**config.mk**
```make
export PLATFORM = sky130hd
export DESIGN_NAME = apu_square_pair
export DESIGN_NICKNAME = d
export VERILOG_FILES = /design/src/apu_pkg.sv /design/src/apu_square_sweep.sv /design/src/apu_square_timer.sv /design/src/apu_envelope.sv /design/src/apu_square_chan.sv /design/src/apu_square_regs.sv /design/src/apu_frame_seq.sv /design/src/apu_square_pair.sv
export SDC_FILE = /design/constraint.sdc
export NUM_CORES = 1
export LEC_CHECK = 0
export BUFFER_PORTS_ARGS = -buffer_cell sky130_fd_sc_hd__buf_2
export CELL_PAD_IN_SITES_DETAIL_PLACEMENT = 0
export CELL_PAD_IN_SITES_GLOBAL_PLACEMENT = 2
export CORE_MARGIN = 1
export CORE_UTILIZATION = 39
export DETAILED_ROUTE_END_ITERATION = 10
export PLACE_DENSITY = 0.81
export SETUP_SLACK_MARGIN = 0.3
export SLEW_MARGIN = 10
export SYNTH_ARGS = -nofsm -noshare
export SYNTH_HDL_FRONTEND = slang
export SYNTH_SLANG_ARGS = --single-unit
```
**constraint.sdc**
```tcl
create_clock -name aclk -period 4.8 [get_ports aclk]
set_clock_uncertainty 0.05 [all_clocks]
set_input_delay 0.24 -clock aclk [delete_from_list [all_inputs] [get_ports aclk]]
set_output_delay 0.24 -clock aclk [all_outputs]
set_load 0.005 [all_outputs]
```
**src/apu_pkg.sv**
```systemverilog
//##########################################################
// Square channel pair types, bus and tick structs,
// register addresses, duty and length tables
//##########################################################

package apu_pkg;

	typedef logic [10:0] period_t;
	typedef logic [3:0]  volume_t;
	typedef logic [7:0]  len_t;
	typedef logic [3:0]  reg_addr_t; // Wishbone word address

	// Per-channel write port from the register slave
	typedef struct packed {
		logic [3:0] wr;   // One strobe per channel register
		logic [7:0] data;
		logic       clr;  // Channel disabled
	} sq_bus_t;

	typedef struct packed {
		logic quarter;
		logic half;
	} frame_tick_t;

	localparam reg_addr_t ADDR_SQ0_BASE = 4'd0;
	localparam reg_addr_t ADDR_SQ1_BASE = 4'd4;
	localparam reg_addr_t ADDR_STATUS   = 4'd8;

	// Bit 7 is played first
	localparam logic [7:0] duty_table [4] = '{
		8'b0100_0000,
		8'b0110_0000,
		8'b0111_1000,
		8'b1001_1111
	};

	localparam len_t length_table [32] = '{
		8'd10,  8'd254, 8'd20,  8'd2,
		8'd40,  8'd4,   8'd80,  8'd6,
		8'd160, 8'd8,   8'd60,  8'd10,
		8'd14,  8'd12,  8'd26,  8'd14,
		8'd12,  8'd16,  8'd24,  8'd18,
		8'd48,  8'd20,  8'd96,  8'd22,
		8'd192, 8'd24,  8'd72,  8'd26,
		8'd16,  8'd28,  8'd32,  8'd30
	};

endpackage

```
**src/apu_square_sweep.sv**
```systemverilog
//##########################################################
// Sweep unit: period register, barrel shifter, adder,
// sweep divider and overflow mute
//##########################################################
`timescale 1ns/1ps

module apu_square_sweep #(
	parameter bit ONES_COMPLEMENT = 1'b0
) (
	input  logic             aclk,
	input  logic             rst_n,
	input  apu_pkg::sq_bus_t bus,
	input  logic             half,
	output apu_pkg::period_t period,
	output logic             mute_sweep
);
	import apu_pkg::*;

	logic        sw_en;
	logic        sw_neg;
	logic [2:0]  sw_div_period;
	logic [2:0]  sw_shift;
	logic [2:0]  div_cnt;
	logic        reload;
	period_t     shift_1;
	period_t     shift_2;
	period_t     shift_3;
	period_t     addend;
	logic        carry_in;
	logic [11:0] sum;
	logic        overflow;
	logic        div_zero;

	// Three stage shifter, by 1, 2 and 4
	assign shift_1 = sw_shift[0] ? {1'b0, period[10:1]} : period;
	assign shift_2 = sw_shift[1] ? {2'b00, shift_1[10:2]} : shift_1;
	assign shift_3 = sw_shift[2] ? {4'b0000, shift_2[10:4]} : shift_2;

	assign addend   = sw_neg ? ~shift_3 : shift_3;
	assign carry_in = sw_neg && !ONES_COMPLEMENT; // Two's complement needs the +1
	assign sum      = {1'b0, period} + {1'b0, addend} + {11'd0, carry_in};
	assign overflow = !sw_neg && sum[11];

	assign mute_sweep = (period < 11'd8) || overflow;
	assign div_zero   = div_cnt == 3'd0;

	always_ff @(posedge aclk) begin
		if (!rst_n) begin
			period        <= '0;
			sw_en         <= 1'b0;
			sw_neg        <= 1'b0;
			sw_div_period <= 3'd0;
			sw_shift      <= 3'd0;
			div_cnt       <= 3'd0;
			reload        <= 1'b0;
		end else begin
			if (half) begin
				if (div_zero && sw_en && (sw_shift != 3'd0) && !mute_sweep)
					period <= sum[10:0];
				if (div_zero || reload) begin
					div_cnt <= sw_div_period;
					reload  <= 1'b0;
				end else begin
					div_cnt <= div_cnt - 3'd1;
				end
			end
			if (bus.wr[1]) begin
				sw_en         <= bus.data[7];
				sw_div_period <= bus.data[6:4];
				sw_neg        <= bus.data[3];
				sw_shift      <= bus.data[2:0];
				reload        <= 1'b1;
			end
			if (bus.wr[2])
				period[7:0] <= bus.data;
			if (bus.wr[3])
				period[10:8] <= bus.data[2:0];
		end
	end

endmodule

```
**src/apu_square_timer.sv**
```systemverilog
//##########################################################
// Period down-counter and duty sequencer
//##########################################################
`timescale 1ns/1ps

module apu_square_timer (
	input  logic             aclk,
	input  logic             rst_n,
	input  apu_pkg::period_t period,
	input  logic             restart,
	input  logic [1:0]       duty,
	output logic             duty_bit
);
	import apu_pkg::*;

	period_t    count;
	logic [2:0] step;
	logic [7:0] pattern;
	logic       reload;

	assign reload = count == '0;

	always_ff @(posedge aclk) begin
		if (!rst_n) begin
			count <= '0;
		end else if (reload) begin
			count <= period;
		end else begin
			count <= count - 11'd1;
		end
	end

	// Sequencer moves one step per timer reload
	always_ff @(posedge aclk) begin
		if (!rst_n) begin
			step <= 3'd0;
		end else if (restart) begin
			step <= 3'd0;
		end else if (reload) begin
			step <= step + 3'd1;
		end
	end

	assign pattern  = duty_table[duty];
	assign duty_bit = pattern[~step]; // Step 0 selects bit 7

endmodule

```
**src/apu_envelope.sv**
```systemverilog
//##########################################################
// Volume envelope: divider, decay level, volume select
//##########################################################
`timescale 1ns/1ps

module apu_envelope (
	input  logic             aclk,
	input  logic             rst_n,
	input  logic             quarter,
	input  logic             start,
	input  logic             loop,
	input  logic             const_vol,
	input  apu_pkg::volume_t vol_param,
	output apu_pkg::volume_t volume
);
	import apu_pkg::*;

	logic    start_flag;
	volume_t divider;
	volume_t decay;

	always_ff @(posedge aclk) begin
		if (!rst_n) begin
			start_flag <= 1'b0;
			divider    <= '0;
			decay      <= '0;
		end else begin
			if (quarter) begin
				if (start_flag) begin
					start_flag <= 1'b0;
					decay      <= 4'd15;
					divider    <= vol_param;
				end else if (divider == '0) begin
					divider <= vol_param;
					if (decay != '0)
						decay <= decay - 4'd1;
					else if (loop)
						decay <= 4'd15; // Looping envelope
				end else begin
					divider <= divider - 4'd1;
				end
			end
			// Pending until the next quarter frame
			if (start)
				start_flag <= 1'b1;
		end
	end

	assign volume = const_vol ? vol_param : decay;

endmodule

```
**src/apu_square_chan.sv**
```systemverilog
//##########################################################
// One square channel with length counter and output gate
//##########################################################
`timescale 1ns/1ps

module apu_square_chan #(
	parameter bit ONES_COMPLEMENT = 1'b0
) (
	input  logic                 aclk,
	input  logic                 rst_n,
	input  apu_pkg::sq_bus_t     bus,
	input  apu_pkg::frame_tick_t tick,
	output apu_pkg::volume_t     sample,
	output logic                 len_active
);
	import apu_pkg::*;

	logic [1:0] duty;
	logic       halt;
	logic       const_vol;
	volume_t    vol_param;
	len_t       len_cnt;
	period_t    period;
	logic       mute_sweep;
	logic       duty_bit;
	volume_t    volume;

	always_ff @(posedge aclk) begin
		if (!rst_n) begin
			duty      <= 2'd0;
			halt      <= 1'b0;
			const_vol <= 1'b0;
			vol_param <= '0;
		end else if (bus.wr[0]) begin
			duty      <= bus.data[7:6];
			halt      <= bus.data[5];
			const_vol <= bus.data[4];
			vol_param <= bus.data[3:0];
		end
	end

	always_ff @(posedge aclk) begin
		if (!rst_n || bus.clr) begin
			len_cnt <= '0;
		end else if (bus.wr[3]) begin
			len_cnt <= length_table[bus.data[7:3]];
		end else if (tick.half && len_active && !halt) begin
			len_cnt <= len_cnt - 8'd1;
		end
	end

	assign len_active = len_cnt != '0;

	always_ff @(posedge aclk) begin
		if (!rst_n)
			sample <= '0;
		else
			sample <= (duty_bit && len_active && !mute_sweep) ? volume : '0;
	end

	apu_square_sweep #(.ONES_COMPLEMENT(ONES_COMPLEMENT)) u_sweep (
		.aclk(aclk), .rst_n(rst_n), .bus(bus), .half(tick.half),
		.period(period), .mute_sweep(mute_sweep)
	);

	apu_square_timer u_timer (
		.aclk(aclk), .rst_n(rst_n), .period(period), .restart(bus.wr[3]),
		.duty(duty), .duty_bit(duty_bit)
	);

	apu_envelope u_env (
		.aclk(aclk), .rst_n(rst_n), .quarter(tick.quarter), .start(bus.wr[3]),
		.loop(halt), .const_vol(const_vol), .vol_param(vol_param), .volume(volume)
	);

endmodule

```
**src/apu_square_regs.sv**
```systemverilog
//##########################################################
// Wishbone classic slave with channel write strobes
// and the enable/status register
//##########################################################
`timescale 1ns/1ps

module apu_square_regs (
	input  logic               aclk,
	input  logic               rst_n,
	input  logic               wb_cyc,
	input  logic               wb_stb,
	input  logic               wb_we,
	input  apu_pkg::reg_addr_t wb_adr,
	input  logic [7:0]         wb_dat_w,
	input  logic [1:0]         len_active,
	output logic [7:0]         wb_dat_r,
	output logic               wb_ack,
	output apu_pkg::sq_bus_t   sq0_bus,
	output apu_pkg::sq_bus_t   sq1_bus
);
	import apu_pkg::*;

	logic       req;
	logic       wr_req;
	logic       sel_sq0;
	logic       sel_sq1;
	logic       sel_status;
	logic [3:0] reg_sel;
	logic [3:0] sq0_wr;
	logic [3:0] sq1_wr;
	logic [7:0] wr_data;
	logic [1:0] enable;

	assign req        = wb_cyc && wb_stb && !wb_ack; // No back-to-back ack
	assign wr_req     = req && wb_we;
	assign sel_sq0    = wb_adr[3:2] == ADDR_SQ0_BASE[3:2];
	assign sel_sq1    = wb_adr[3:2] == ADDR_SQ1_BASE[3:2];
	assign sel_status = wb_adr == ADDR_STATUS;
	assign reg_sel    = 4'b0001 << wb_adr[1:0];

	always_ff @(posedge aclk) begin
		if (!rst_n) begin
			wb_ack <= 1'b0;
			sq0_wr <= '0;
			sq1_wr <= '0;
			enable <= '0;
		end else begin
			wb_ack <= req;
			sq0_wr <= (wr_req && sel_sq0) ? reg_sel : 4'b0000;
			sq1_wr <= (wr_req && sel_sq1) ? reg_sel : 4'b0000;
			if (wr_req && sel_status)
				enable <= wb_dat_w[1:0];
		end
	end

	always_ff @(posedge aclk) begin
		if (wr_req)
			wr_data <= wb_dat_w;
		if (req && !wb_we)
			wb_dat_r <= sel_status ? {6'b000000, len_active} : 8'h00; // Unmapped reads 0
	end

	assign sq0_bus = '{wr: sq0_wr, data: wr_data, clr: !enable[0]};
	assign sq1_bus = '{wr: sq1_wr, data: wr_data, clr: !enable[1]};

endmodule

```
**src/apu_frame_seq.sv**
```systemverilog
//##########################################################
// Four-step frame sequencer, quarter and half frame ticks
//##########################################################
`timescale 1ns/1ps

module apu_frame_seq #(
	parameter int FRAME_DIV = 7457
) (
	input  logic                 aclk,
	input  logic                 rst_n,
	output apu_pkg::frame_tick_t tick
);

	localparam int CNT_W = $clog2(FRAME_DIV);

	logic [CNT_W-1:0] div_cnt;
	logic [1:0]       step;
	logic             div_done;

	assign div_done = div_cnt == CNT_W'(FRAME_DIV - 1);

	always_ff @(posedge aclk) begin
		if (!rst_n) begin
			div_cnt <= '0;
			step    <= 2'd0;
			tick    <= '0;
		end else begin
			tick.quarter <= div_done;
			// Half frame on steps 1 and 3
			tick.half    <= div_done && ((step == 2'd1) || (step == 2'd3));
			if (div_done) begin
				div_cnt <= '0;
				step    <= step + 2'd1;
			end else begin
				div_cnt <= div_cnt + 1'b1;
			end
		end
	end

endmodule

```
**src/apu_square_pair.sv**
```systemverilog
//##########################################################
// Square pair top: bus slave, frame sequencer, two channels
//##########################################################
`timescale 1ns/1ps

module apu_square_pair #(
	parameter int FRAME_DIV = 7457
) (
	input  logic               aclk,
	input  logic               rst_n,
	input  logic               wb_cyc,
	input  logic               wb_stb,
	input  logic               wb_we,
	input  apu_pkg::reg_addr_t wb_adr,
	input  logic [7:0]         wb_dat_w,
	output logic [7:0]         wb_dat_r,
	output logic               wb_ack,
	output apu_pkg::volume_t   sq0_sample,
	output apu_pkg::volume_t   sq1_sample
);
	import apu_pkg::*;

	sq_bus_t     sq0_bus;
	sq_bus_t     sq1_bus;
	frame_tick_t tick;
	logic [1:0]  len_active;

	apu_square_regs u_regs (
		.aclk(aclk), .rst_n(rst_n), .wb_cyc(wb_cyc), .wb_stb(wb_stb), .wb_we(wb_we),
		.wb_adr(wb_adr), .wb_dat_w(wb_dat_w), .len_active(len_active),
		.wb_dat_r(wb_dat_r), .wb_ack(wb_ack), .sq0_bus(sq0_bus), .sq1_bus(sq1_bus)
	);

	apu_frame_seq #(.FRAME_DIV(FRAME_DIV)) u_frame (.aclk(aclk), .rst_n(rst_n), .tick(tick));

	apu_square_chan #(.ONES_COMPLEMENT(1'b1)) u_sq0 (   // Carry-in tied off
		.aclk(aclk), .rst_n(rst_n), .bus(sq0_bus), .tick(tick),
		.sample(sq0_sample), .len_active(len_active[0])
	);

	apu_square_chan #(.ONES_COMPLEMENT(1'b0)) u_sq1 (
		.aclk(aclk), .rst_n(rst_n), .bus(sq1_bus), .tick(tick),
		.sample(sq1_sample), .len_active(len_active[1])
	);

endmodule

```
# Word level (Yosys, flattened, before mapping)
# Memories as Yosys holds them, arrays and structs flattened.
# Index checks and enable logic that the tools add are counted.
[totals] memories=1 ram_bits=0 latch_bits=0 ff_bits=176 romBits=256
[op_classes] eq_ne=5 div_mod_pow=0 muxes=59 n_bitwise=8 n_reduce_logical=90 n_mul=0 addsub=17 magnitude_cmp=7 shift=1
[mem_list] memory="(name not given)" depth=32 width=8 read_ports=1 rd_clocked_by_memory_dff=0 wr=0 line="apu_square_chan.sv:46" text="len_cnt <= length_table[bus.data[7:3]];"
[op_table] operator="two-way mux 11 bit" count=14
[op_table] operator="two-way mux 8 bit" count=12
[op_table] operator="two-way mux 4 bit" count=14
[op_table] operator="nonzero test 2 bit" count=18
[op_table] operator="binary-select mux 8 bit (select 2 bit)" count=2
[op_table] operator="adder 11 x 11 -> 12 bit" count=2
[op_table] operator="logical AND 1 bit" count=24
[op_table] operator="logical NOT 11 bit" count=2
[op_table] operator="less-than comparator 11 x 4 -> 1 bit, second input constant" count=2
[op_table] operator="NOT 11 bit" count=2
[op_table] operator="subtractor 11 x 1 -> 11 bit, second input constant" count=2
[op_table] operator="AND reduction 2 bit" count=10
[op_table] operator="nonzero test 8 bit" count=2
[op_table] operator="subtractor 4 x 1 -> 4 bit, second input constant" count=4
[op_table] operator="subtractor 8 x 1 -> 8 bit, second input constant" count=2
[op_table] operator="adder 13 x 1 -> 13 bit, second input constant" count=1
[op_table] operator="== test 13 bit, second input constant" count=1
[op_table] operator="adder 12 x 1 -> 12 bit" count=1
[op_table] operator="two-way mux 3 bit" count=4
[op_table] operator="nonzero test 3 bit" count=4
[op_table] operator="logical NOT 1 bit" count=11
[op_table] operator="two-way mux 1 bit" count=11
[op_table] operator="logical NOT 4 bit" count=2
[op_table] operator="less-than comparator 3 x 4 -> 1 bit, second input constant" count=2
[op_table] operator="20 further kinds" count=38

# Logic depth before layout (Yosys ltp)
[logic_depth] depth_word=14 ltp_mapped=16 depth_no_buf=13

# Modules after synthesis
# From an unflattened synthesis, not the netlist that was laid out.
[hier_totals] hier_cells=1235 area_unflattened_um2=11158.2
[modules_own_cells] module="apu_square_sweep (u_sq1.u_sweep)" cells_each=261 instances=1 seq_area_each_um2=460.4 area_each_um2=2210.9
[modules_own_cells] module="apu_square_sweep (u_sq0.u_sweep)" cells_each=226 instances=1 seq_area_each_um2=460.4 area_each_um2=1946.9
[modules_own_cells] module="apu_square_chan (u_sq0)" cells_each=143 instances=1 seq_area_each_um2=400.4 area_each_um2=1305.0
[modules_own_cells] module="apu_square_chan (u_sq1)" cells_each=143 instances=1 seq_area_each_um2=400.4 area_each_um2=1246.2
[modules_own_cells] module="apu_envelope" cells_each=68 instances=2 seq_area_each_um2=180.2 area_each_um2=600.6
[modules_own_cells] module="apu_square_timer (u_sq0.u_timer)" cells_each=94 instances=1 seq_area_each_um2=280.3 area_each_um2=872.1
[modules_own_cells] module="apu_square_regs" cells_each=64 instances=1 seq_area_each_um2=520.5 area_each_um2=837.1
[modules_own_cells] module="apu_square_timer (u_sq1.u_timer)" cells_each=89 instances=1 seq_area_each_um2=280.3 area_each_um2=788.3
[modules_own_cells] module="apu_frame_seq" cells_each=79 instances=1 seq_area_each_um2=340.3 area_each_um2=750.7

# Worst setup path after synthesis
# OpenSTA, ideal clock, no wires.
[synth_path] path_kind="register -> register" startpoint="register u_sq0.u_sweep.sw_shift[1]" endpoint="register u_sq0.u_sweep.period[0]" setup_slack_ns=1.193 period_less_slack_ns=3.607 arrival_ns=3.435 path_stages_with_launch=14 setup_time_ns=0.122 cell_sequence="dfxtp_1 clkbuf_1 clkbuf_1 mux2i_1 mux4_2 xnor2_1 ha_1 a211oi_1 o211ai_1 a21oi_1 o211ai_1 or2_0 clkbuf_1 o311a_1"
[synth_between] elab_chain_len=11 elab_cells_between_ends=16 cone_classes="1 x add/sub; 6 x mux; 1 x bitwise; 8 x reduce/logical"
[synth_rtl] element="start: declaration" line="apu_square_sweep.sv:22" text="logic [2:0] sw_shift;"
[synth_rtl] element="start signal: assignment" line="apu_square_sweep.sv:71" text="sw_shift <= bus.data[2:0];"
[synth_rtl] element="two-way mux 11 bit" line="apu_square_sweep.sv:36" text="assign shift_2 = sw_shift[1] ? {2'b00, shift_1[10:2]} : shift_1;"
[synth_rtl] element="two-way mux 11 bit" line="apu_square_sweep.sv:37" text="assign shift_3 = sw_shift[2] ? {4'b0000, shift_2[10:4]} : shift_2;"
[synth_rtl] element="NOT 11 bit" line="apu_square_sweep.sv:39" text="assign addend = sw_neg ? ~shift_3 : shift_3;"
[synth_rtl] element="two-way mux 11 bit" line="apu_square_sweep.sv:39"
[synth_rtl] element="adder 11 x 11 -> 12 bit" line="apu_square_sweep.sv:41" text="assign sum = {1'b0, period} + {1'b0, addend} + {11'd0, carry_in};"
[synth_rtl] element="logical AND 1 bit" line="apu_square_sweep.sv:42" text="assign overflow = !sw_neg && sum[11];"
[synth_rtl] element="logical OR 1 bit" line="apu_square_sweep.sv:44" text="assign mute_sweep = (period < 11'd8) || overflow;"
[synth_rtl] element="logical NOT 1 bit" line="apu_square_sweep.sv:58" text="if (div_zero && sw_en && (sw_shift != 3'd0) && !mute_sweep)"
[synth_rtl] element="logical AND 1 bit" line="apu_square_sweep.sv:58"
[synth_rtl] element="nonzero test 2 bit (no line)"
[synth_rtl] element="AND reduction 2 bit (no line)"
[synth_rtl] element="end signal: assignment" line="apu_square_sweep.sv:59" text="period <= sum[10:0];"
[synth_rtl] element="end signal: assignment" line="apu_square_sweep.sv:75" text="period[7:0] <= bus.data;"
[synth_rtl] element="end: declaration" line="apu_square_sweep.sv:14" text="output apu_pkg::period_t period,"
# Several ways; a longest one is shown, not always the timed one. The select of a mux whose other input is x is not followed.
# A chain may end at the register's enable or synchronous reset.

# Worst setup path after layout
[layout_path] startpoint="register u_sq1.u_sweep.sw_shift[0]" endpoint="register u_sq1.u_sweep.period[9]"
[layout_between] elab_chain_len=13 elab_cells_between_ends=18 cone_classes="2 x add/sub; 7 x mux; 1 x bitwise; 8 x reduce/logical"
[layout_rtl] element="start: declaration" line="apu_square_sweep.sv:22"
[layout_rtl] element="start signal: assignment" line="apu_square_sweep.sv:71"
[layout_rtl] element="two-way mux 11 bit" line="apu_square_sweep.sv:35" text="assign shift_1 = sw_shift[0] ? {1'b0, period[10:1]} : period;"
[layout_rtl] element="two-way mux 11 bit" line="apu_square_sweep.sv:36"
[layout_rtl] element="two-way mux 11 bit" line="apu_square_sweep.sv:37"
[layout_rtl] element="NOT 11 bit" line="apu_square_sweep.sv:39"
[layout_rtl] element="two-way mux 11 bit" line="apu_square_sweep.sv:39"
[layout_rtl] element="adder 11 x 11 -> 12 bit" line="apu_square_sweep.sv:41"
[layout_rtl] element="adder 12 x 1 -> 12 bit" line="apu_square_sweep.sv:41"
[layout_rtl] element="logical AND 1 bit" line="apu_square_sweep.sv:42"
[layout_rtl] element="logical OR 1 bit" line="apu_square_sweep.sv:44"
[layout_rtl] element="logical NOT 1 bit" line="apu_square_sweep.sv:58"
[layout_rtl] element="logical AND 1 bit" line="apu_square_sweep.sv:58"
[layout_rtl] element="nonzero test 2 bit (no line)"
[layout_rtl] element="AND reduction 2 bit (no line)"
[layout_rtl] element="end signal: assignment" line="apu_square_sweep.sv:59"
[layout_rtl] element="end signal: assignment" line="apu_square_sweep.sv:77" text="period[10:8] <= bus.data[2:0];"
[layout_rtl] element="end: declaration" line="apu_square_sweep.sv:14"
# Several ways; a longest one is shown, not always the timed one. The select of a mux whose other input is x is not followed.

==> results.py <==
metrics = {
    "run_status": {
        "status": "finished, final reports clean",
    },
    "global_routing": {
        "antenna_found_initial": 0,
        "grt_overflow": 0,
        "grtUsageMet2_pct": 31.7,
        "use_met3_pct": 2.74,
        "grt_pass1_vias": 7733,
        "grtUsageTotal_pct": 19.5,
        "grt_max_degree": 41,
        "grtUsageMet1_pct": 26.9,
        "top_usage_layer": "met2",
        "grt_pass1_wl_mm": 40.6,
    },
    "layout": {
        "final_cells": 1496,
        "final_common_cell": "nor2_1",
        "diodes": 0,
        "final_area_sq_um": 10800,
        "nets": 1229,
        "area_growth_pct": 10.3,
        "drive_above_1_share_pct": 7.76,
        "layout_common_cells": "nor2_1 (183), dfxtp_1 (159), mux2i_1 (75)",
    },
    "synthesis": {
        "ys.flop_type": "dfxtp_1",
        "async_flop_share_pct": 0,
        "synth-compound-area-share_pct": 15.5,
        "synth_edf_count": 10,
        "ys_warn_count": 0,
        "synth-simple-area-share_pct": 19.7,
        "synth_area_leader_cell": "dfxtp_1",
        "ys_seq_area_share_pct": 35.6,
        "synth_xor_area_share_pct": 7.30,
        "syn_avg_cell_area_sq_um": 8.49,
        "muxShareOfSynthArea_pct": 9.92,
        "synth_top_area_share_pct": 32.6,
        "synthTopCellsByArea": "dfxtp_1 (33%), mux2i_1 (7.6%), nor2_1 (7.0%), ha_1 (6.5%), xnor2_1 (4.4%)",
        "synth_top_family_by_area": "simple AND/OR/NAND/NOR gates",
        "netlist_instances": 1158,
        "yosys.area_share.adder_pct": 6.90,
        "synth-seq-cells": 170,
        "ys_types": 72,
        "syn-cell-area_sq_um": 9830,
    },
    "pwr": {
        "p_int_uw": 2430,
        "power.net_switching_uw": 1050,
        "max-vdd-ir-drop_mv": 0.249,
        "power.leakage_uw": 0.00401,
        "powerDensity_nw_per_um2": 321,
        "power.share.clock_pct": 39.0,
        "p_seq_share_pct": 45.9,
        "comb_power_share_pct": 15.1,
        "p_sw_share_pct": 30.2,
    },
    "floorplan": {
        "die_x_um": 161,
        "ios": 34,
        "die_h_um": 161,
        "num_rows": 57,
        "start_util_pct": 40.1,
        "die_area_sq_um": 25900,
        "coreArea_sq_um": 24500,
    },
    "worst_setup_path": {
        "required_ps": 5070,
        "worstSetupPathType": "reg -> reg",
        "crit_path_start_kind": "register",
        "path_max_fanout": 14,
        "crit_path_end_kind": "register",
        "crit_arrival_ps": 4510,
    },
    "drt": {
        "remaining_drc_errors": 0,
        "drt_pass1_iterations": 7,
        "avgRoutedWirePerCell_um": 16.1,
        "avgViaCountPerCell": 5.31,
        "route.vias.total": 7951,
        "routed_wl_mm": 24.1,
        "drtAntennaViolNets": 0,
        "drt_iter0_drc": 436,
    },
    "clocking": {
        "htree_levels": 4,
        "path_clk_slew_ps": 70,
        "cts-root-buf": "clkbuf_16",
        "cts_sinks": 170,
        "insertion_delay_ps": 440,
        "cts_buffers": 17,
        "cts_tree": "yes",
        "cts_max_path_buffers": 2,
        "post_cts_buffers": 0,
    },
    "sta": {
        "worst_pin_slew_ps": 1080,
        "setup_viol": 0,
        "period_needed_ps": 4230,
        "post-route-period-util_pct": 88.2,
        "rsz0062_at_grt": "false",
        "setup_ws_ps": 566,
        "max_freq_ghz": 0.236,
        "tns_ps": 0,
        "whs_ps": 33.9,
        "slew_headroom_pct": 27.1,
        "hold_violations": 0,
        "drv_slew": 0,
    },
    "place": {
        "dpl_cell_area_sq_um": 10200,
        "dp_hpwl_mm": 16.9,
        "pre_cts_ws_ps": 491,
        "numPortBuffers": 27,
        "gp_congestion": 0.853,
        "dp_cells": 1453,
    },
    "job": {
        "cap_viol_max_count": 0,
    },
    "hold_path": {
        "hold_class": "in -> reg",
    },
}
==> cell usage after synthesis (9+ instances only) <==
| library cell | number |
|---|---|
| o21a_1 | 10 |
| ha_1 | 51 |
| inv_1 | 56 |
| o21ai_0 | 37 |
| and3_1 | 9 |
| clkbuf_1 | 48 |
| dfxtp_1 | 160 |
| mux2i_1 | 75 |
| a31oi_1 | 15 |
| nor3_1 | 36 |
| a211oi_1 | 44 |
| nand2_1 | 70 |
| xor2_1 | 33 |
| nor4_1 | 22 |
| a21oi_1 | 53 |
| nand2b_1 | 11 |
| nand4_1 | 9 |
| nand3_1 | 28 |
| nor2_1 | 183 |
| xnor2_1 | 49 |
| buf_1 | 10 |
| edfxtp_1 | 10 |
==> state kept, by name (all words and copies together) (netlist names), 8 cells and up <==
signal / count
u_frame.div_cnt: 13
u_regs.wr_data: 8
u_sq0.len_cnt: 8
u_sq0.u_sweep.period: 11
u_sq0.u_timer.count: 11
u_sq1.len_cnt: 8
u_sq1.u_sweep.period: 11
u_sq1.u_timer.count: 11
==> worst paths after layout <==
path,startpoint,endpoint,slack [ps],cells after the start
worst max-delay path,u_sq1.u_sweep.sw_shift[0],u_sq1.u_sweep.period[9],570,11
worst min-delay path,wb_stb,u_regs.wb_ack,30,3
worst max register to register,u_sq1.u_sweep.sw_shift[0],u_sq1.u_sweep.period[9],570,11
worst min register to register,u_frame.div_cnt[0],u_frame.div_cnt[0],410,1
==> final cells by class <==
| cell class | count | area (sq um) |
|---|---|---|
| tap | 324 | 405 |
| timing repair buffer | 44 | 290 |
| clock inverter | 14 | 144 |
| clock buffer | 18 | 429 |
| sequential | 170 | 3500 |
| fill | 2496 | 13700 |
| multi-input combinational | 869 | 5860 |
| inverter | 57 | 214 |
==> routing by layer <==
layer | up-vias | wire [um] | share of wire (%)
met2 | 104 | 11100 | 46
met1 | 3715 | 12200 | 51
met3 | 19 | 641 | 2.7
li1 | 4113 | - | -
met4 | 0 | 226 | 0.94
met5 | - | 0 | 0
==> critical path, stage by stage (launching register included) <==
cell,delay (ps)
dfxtp_1,740
mux2_2,400
a21oi_1,220
a21oi_1,120
xor2_1,170
ha_1,370
nand4_1,200
o221ai_1,190
a2111oi_2,540
a31oi_1,450
and4_1,370
a311o_1,310
==> what timing repair did <==
| action | CTS | global route |
|---|---|---|
| resized for setup | 0 | 1 |
| hold buffers | 11 | 0 |
| endpoints found under the hold margin | 11 | 0 |
| endpoints found under the setup margin | 0 | 2 |
==> power by group through the flow <==
stage               clock network (uW)  logic [uW]  registers, uW
global route                      1450         607           1610
global placement                     0         514           1630
finish                            1360         526           1600
detailed placement                   0         519           1630
CTS                               1400         531           1600
floorplan                            0         425           1600
==> cells by family (layout without fill, tap and decap cells) <==
family | after synthesis | in the layout
AO/OA/AOI/OAI | 225 | 225
XOR/XNOR | 82 | 82
adder cells (fa/ha/maj) | 53 | 53
buffers and inverters | 124 | 133
flip-flops | 170 | 170
multiplexers | 88 | 88
other | 1 | 6
AND/OR/NAND/NOR | 415 | 415
==> through the flow <==
step | util, % | power (uW)
after floorplan | - | 2030
after global routing | 44.2 | 3670
after global placement | 41.4 | 2140
after CTS | 44.2 | 3530
after detailed placement | 41.4 | 2150
final | 44.2 | 3480
Note: power is estimated with default switching activity, not from simulation.
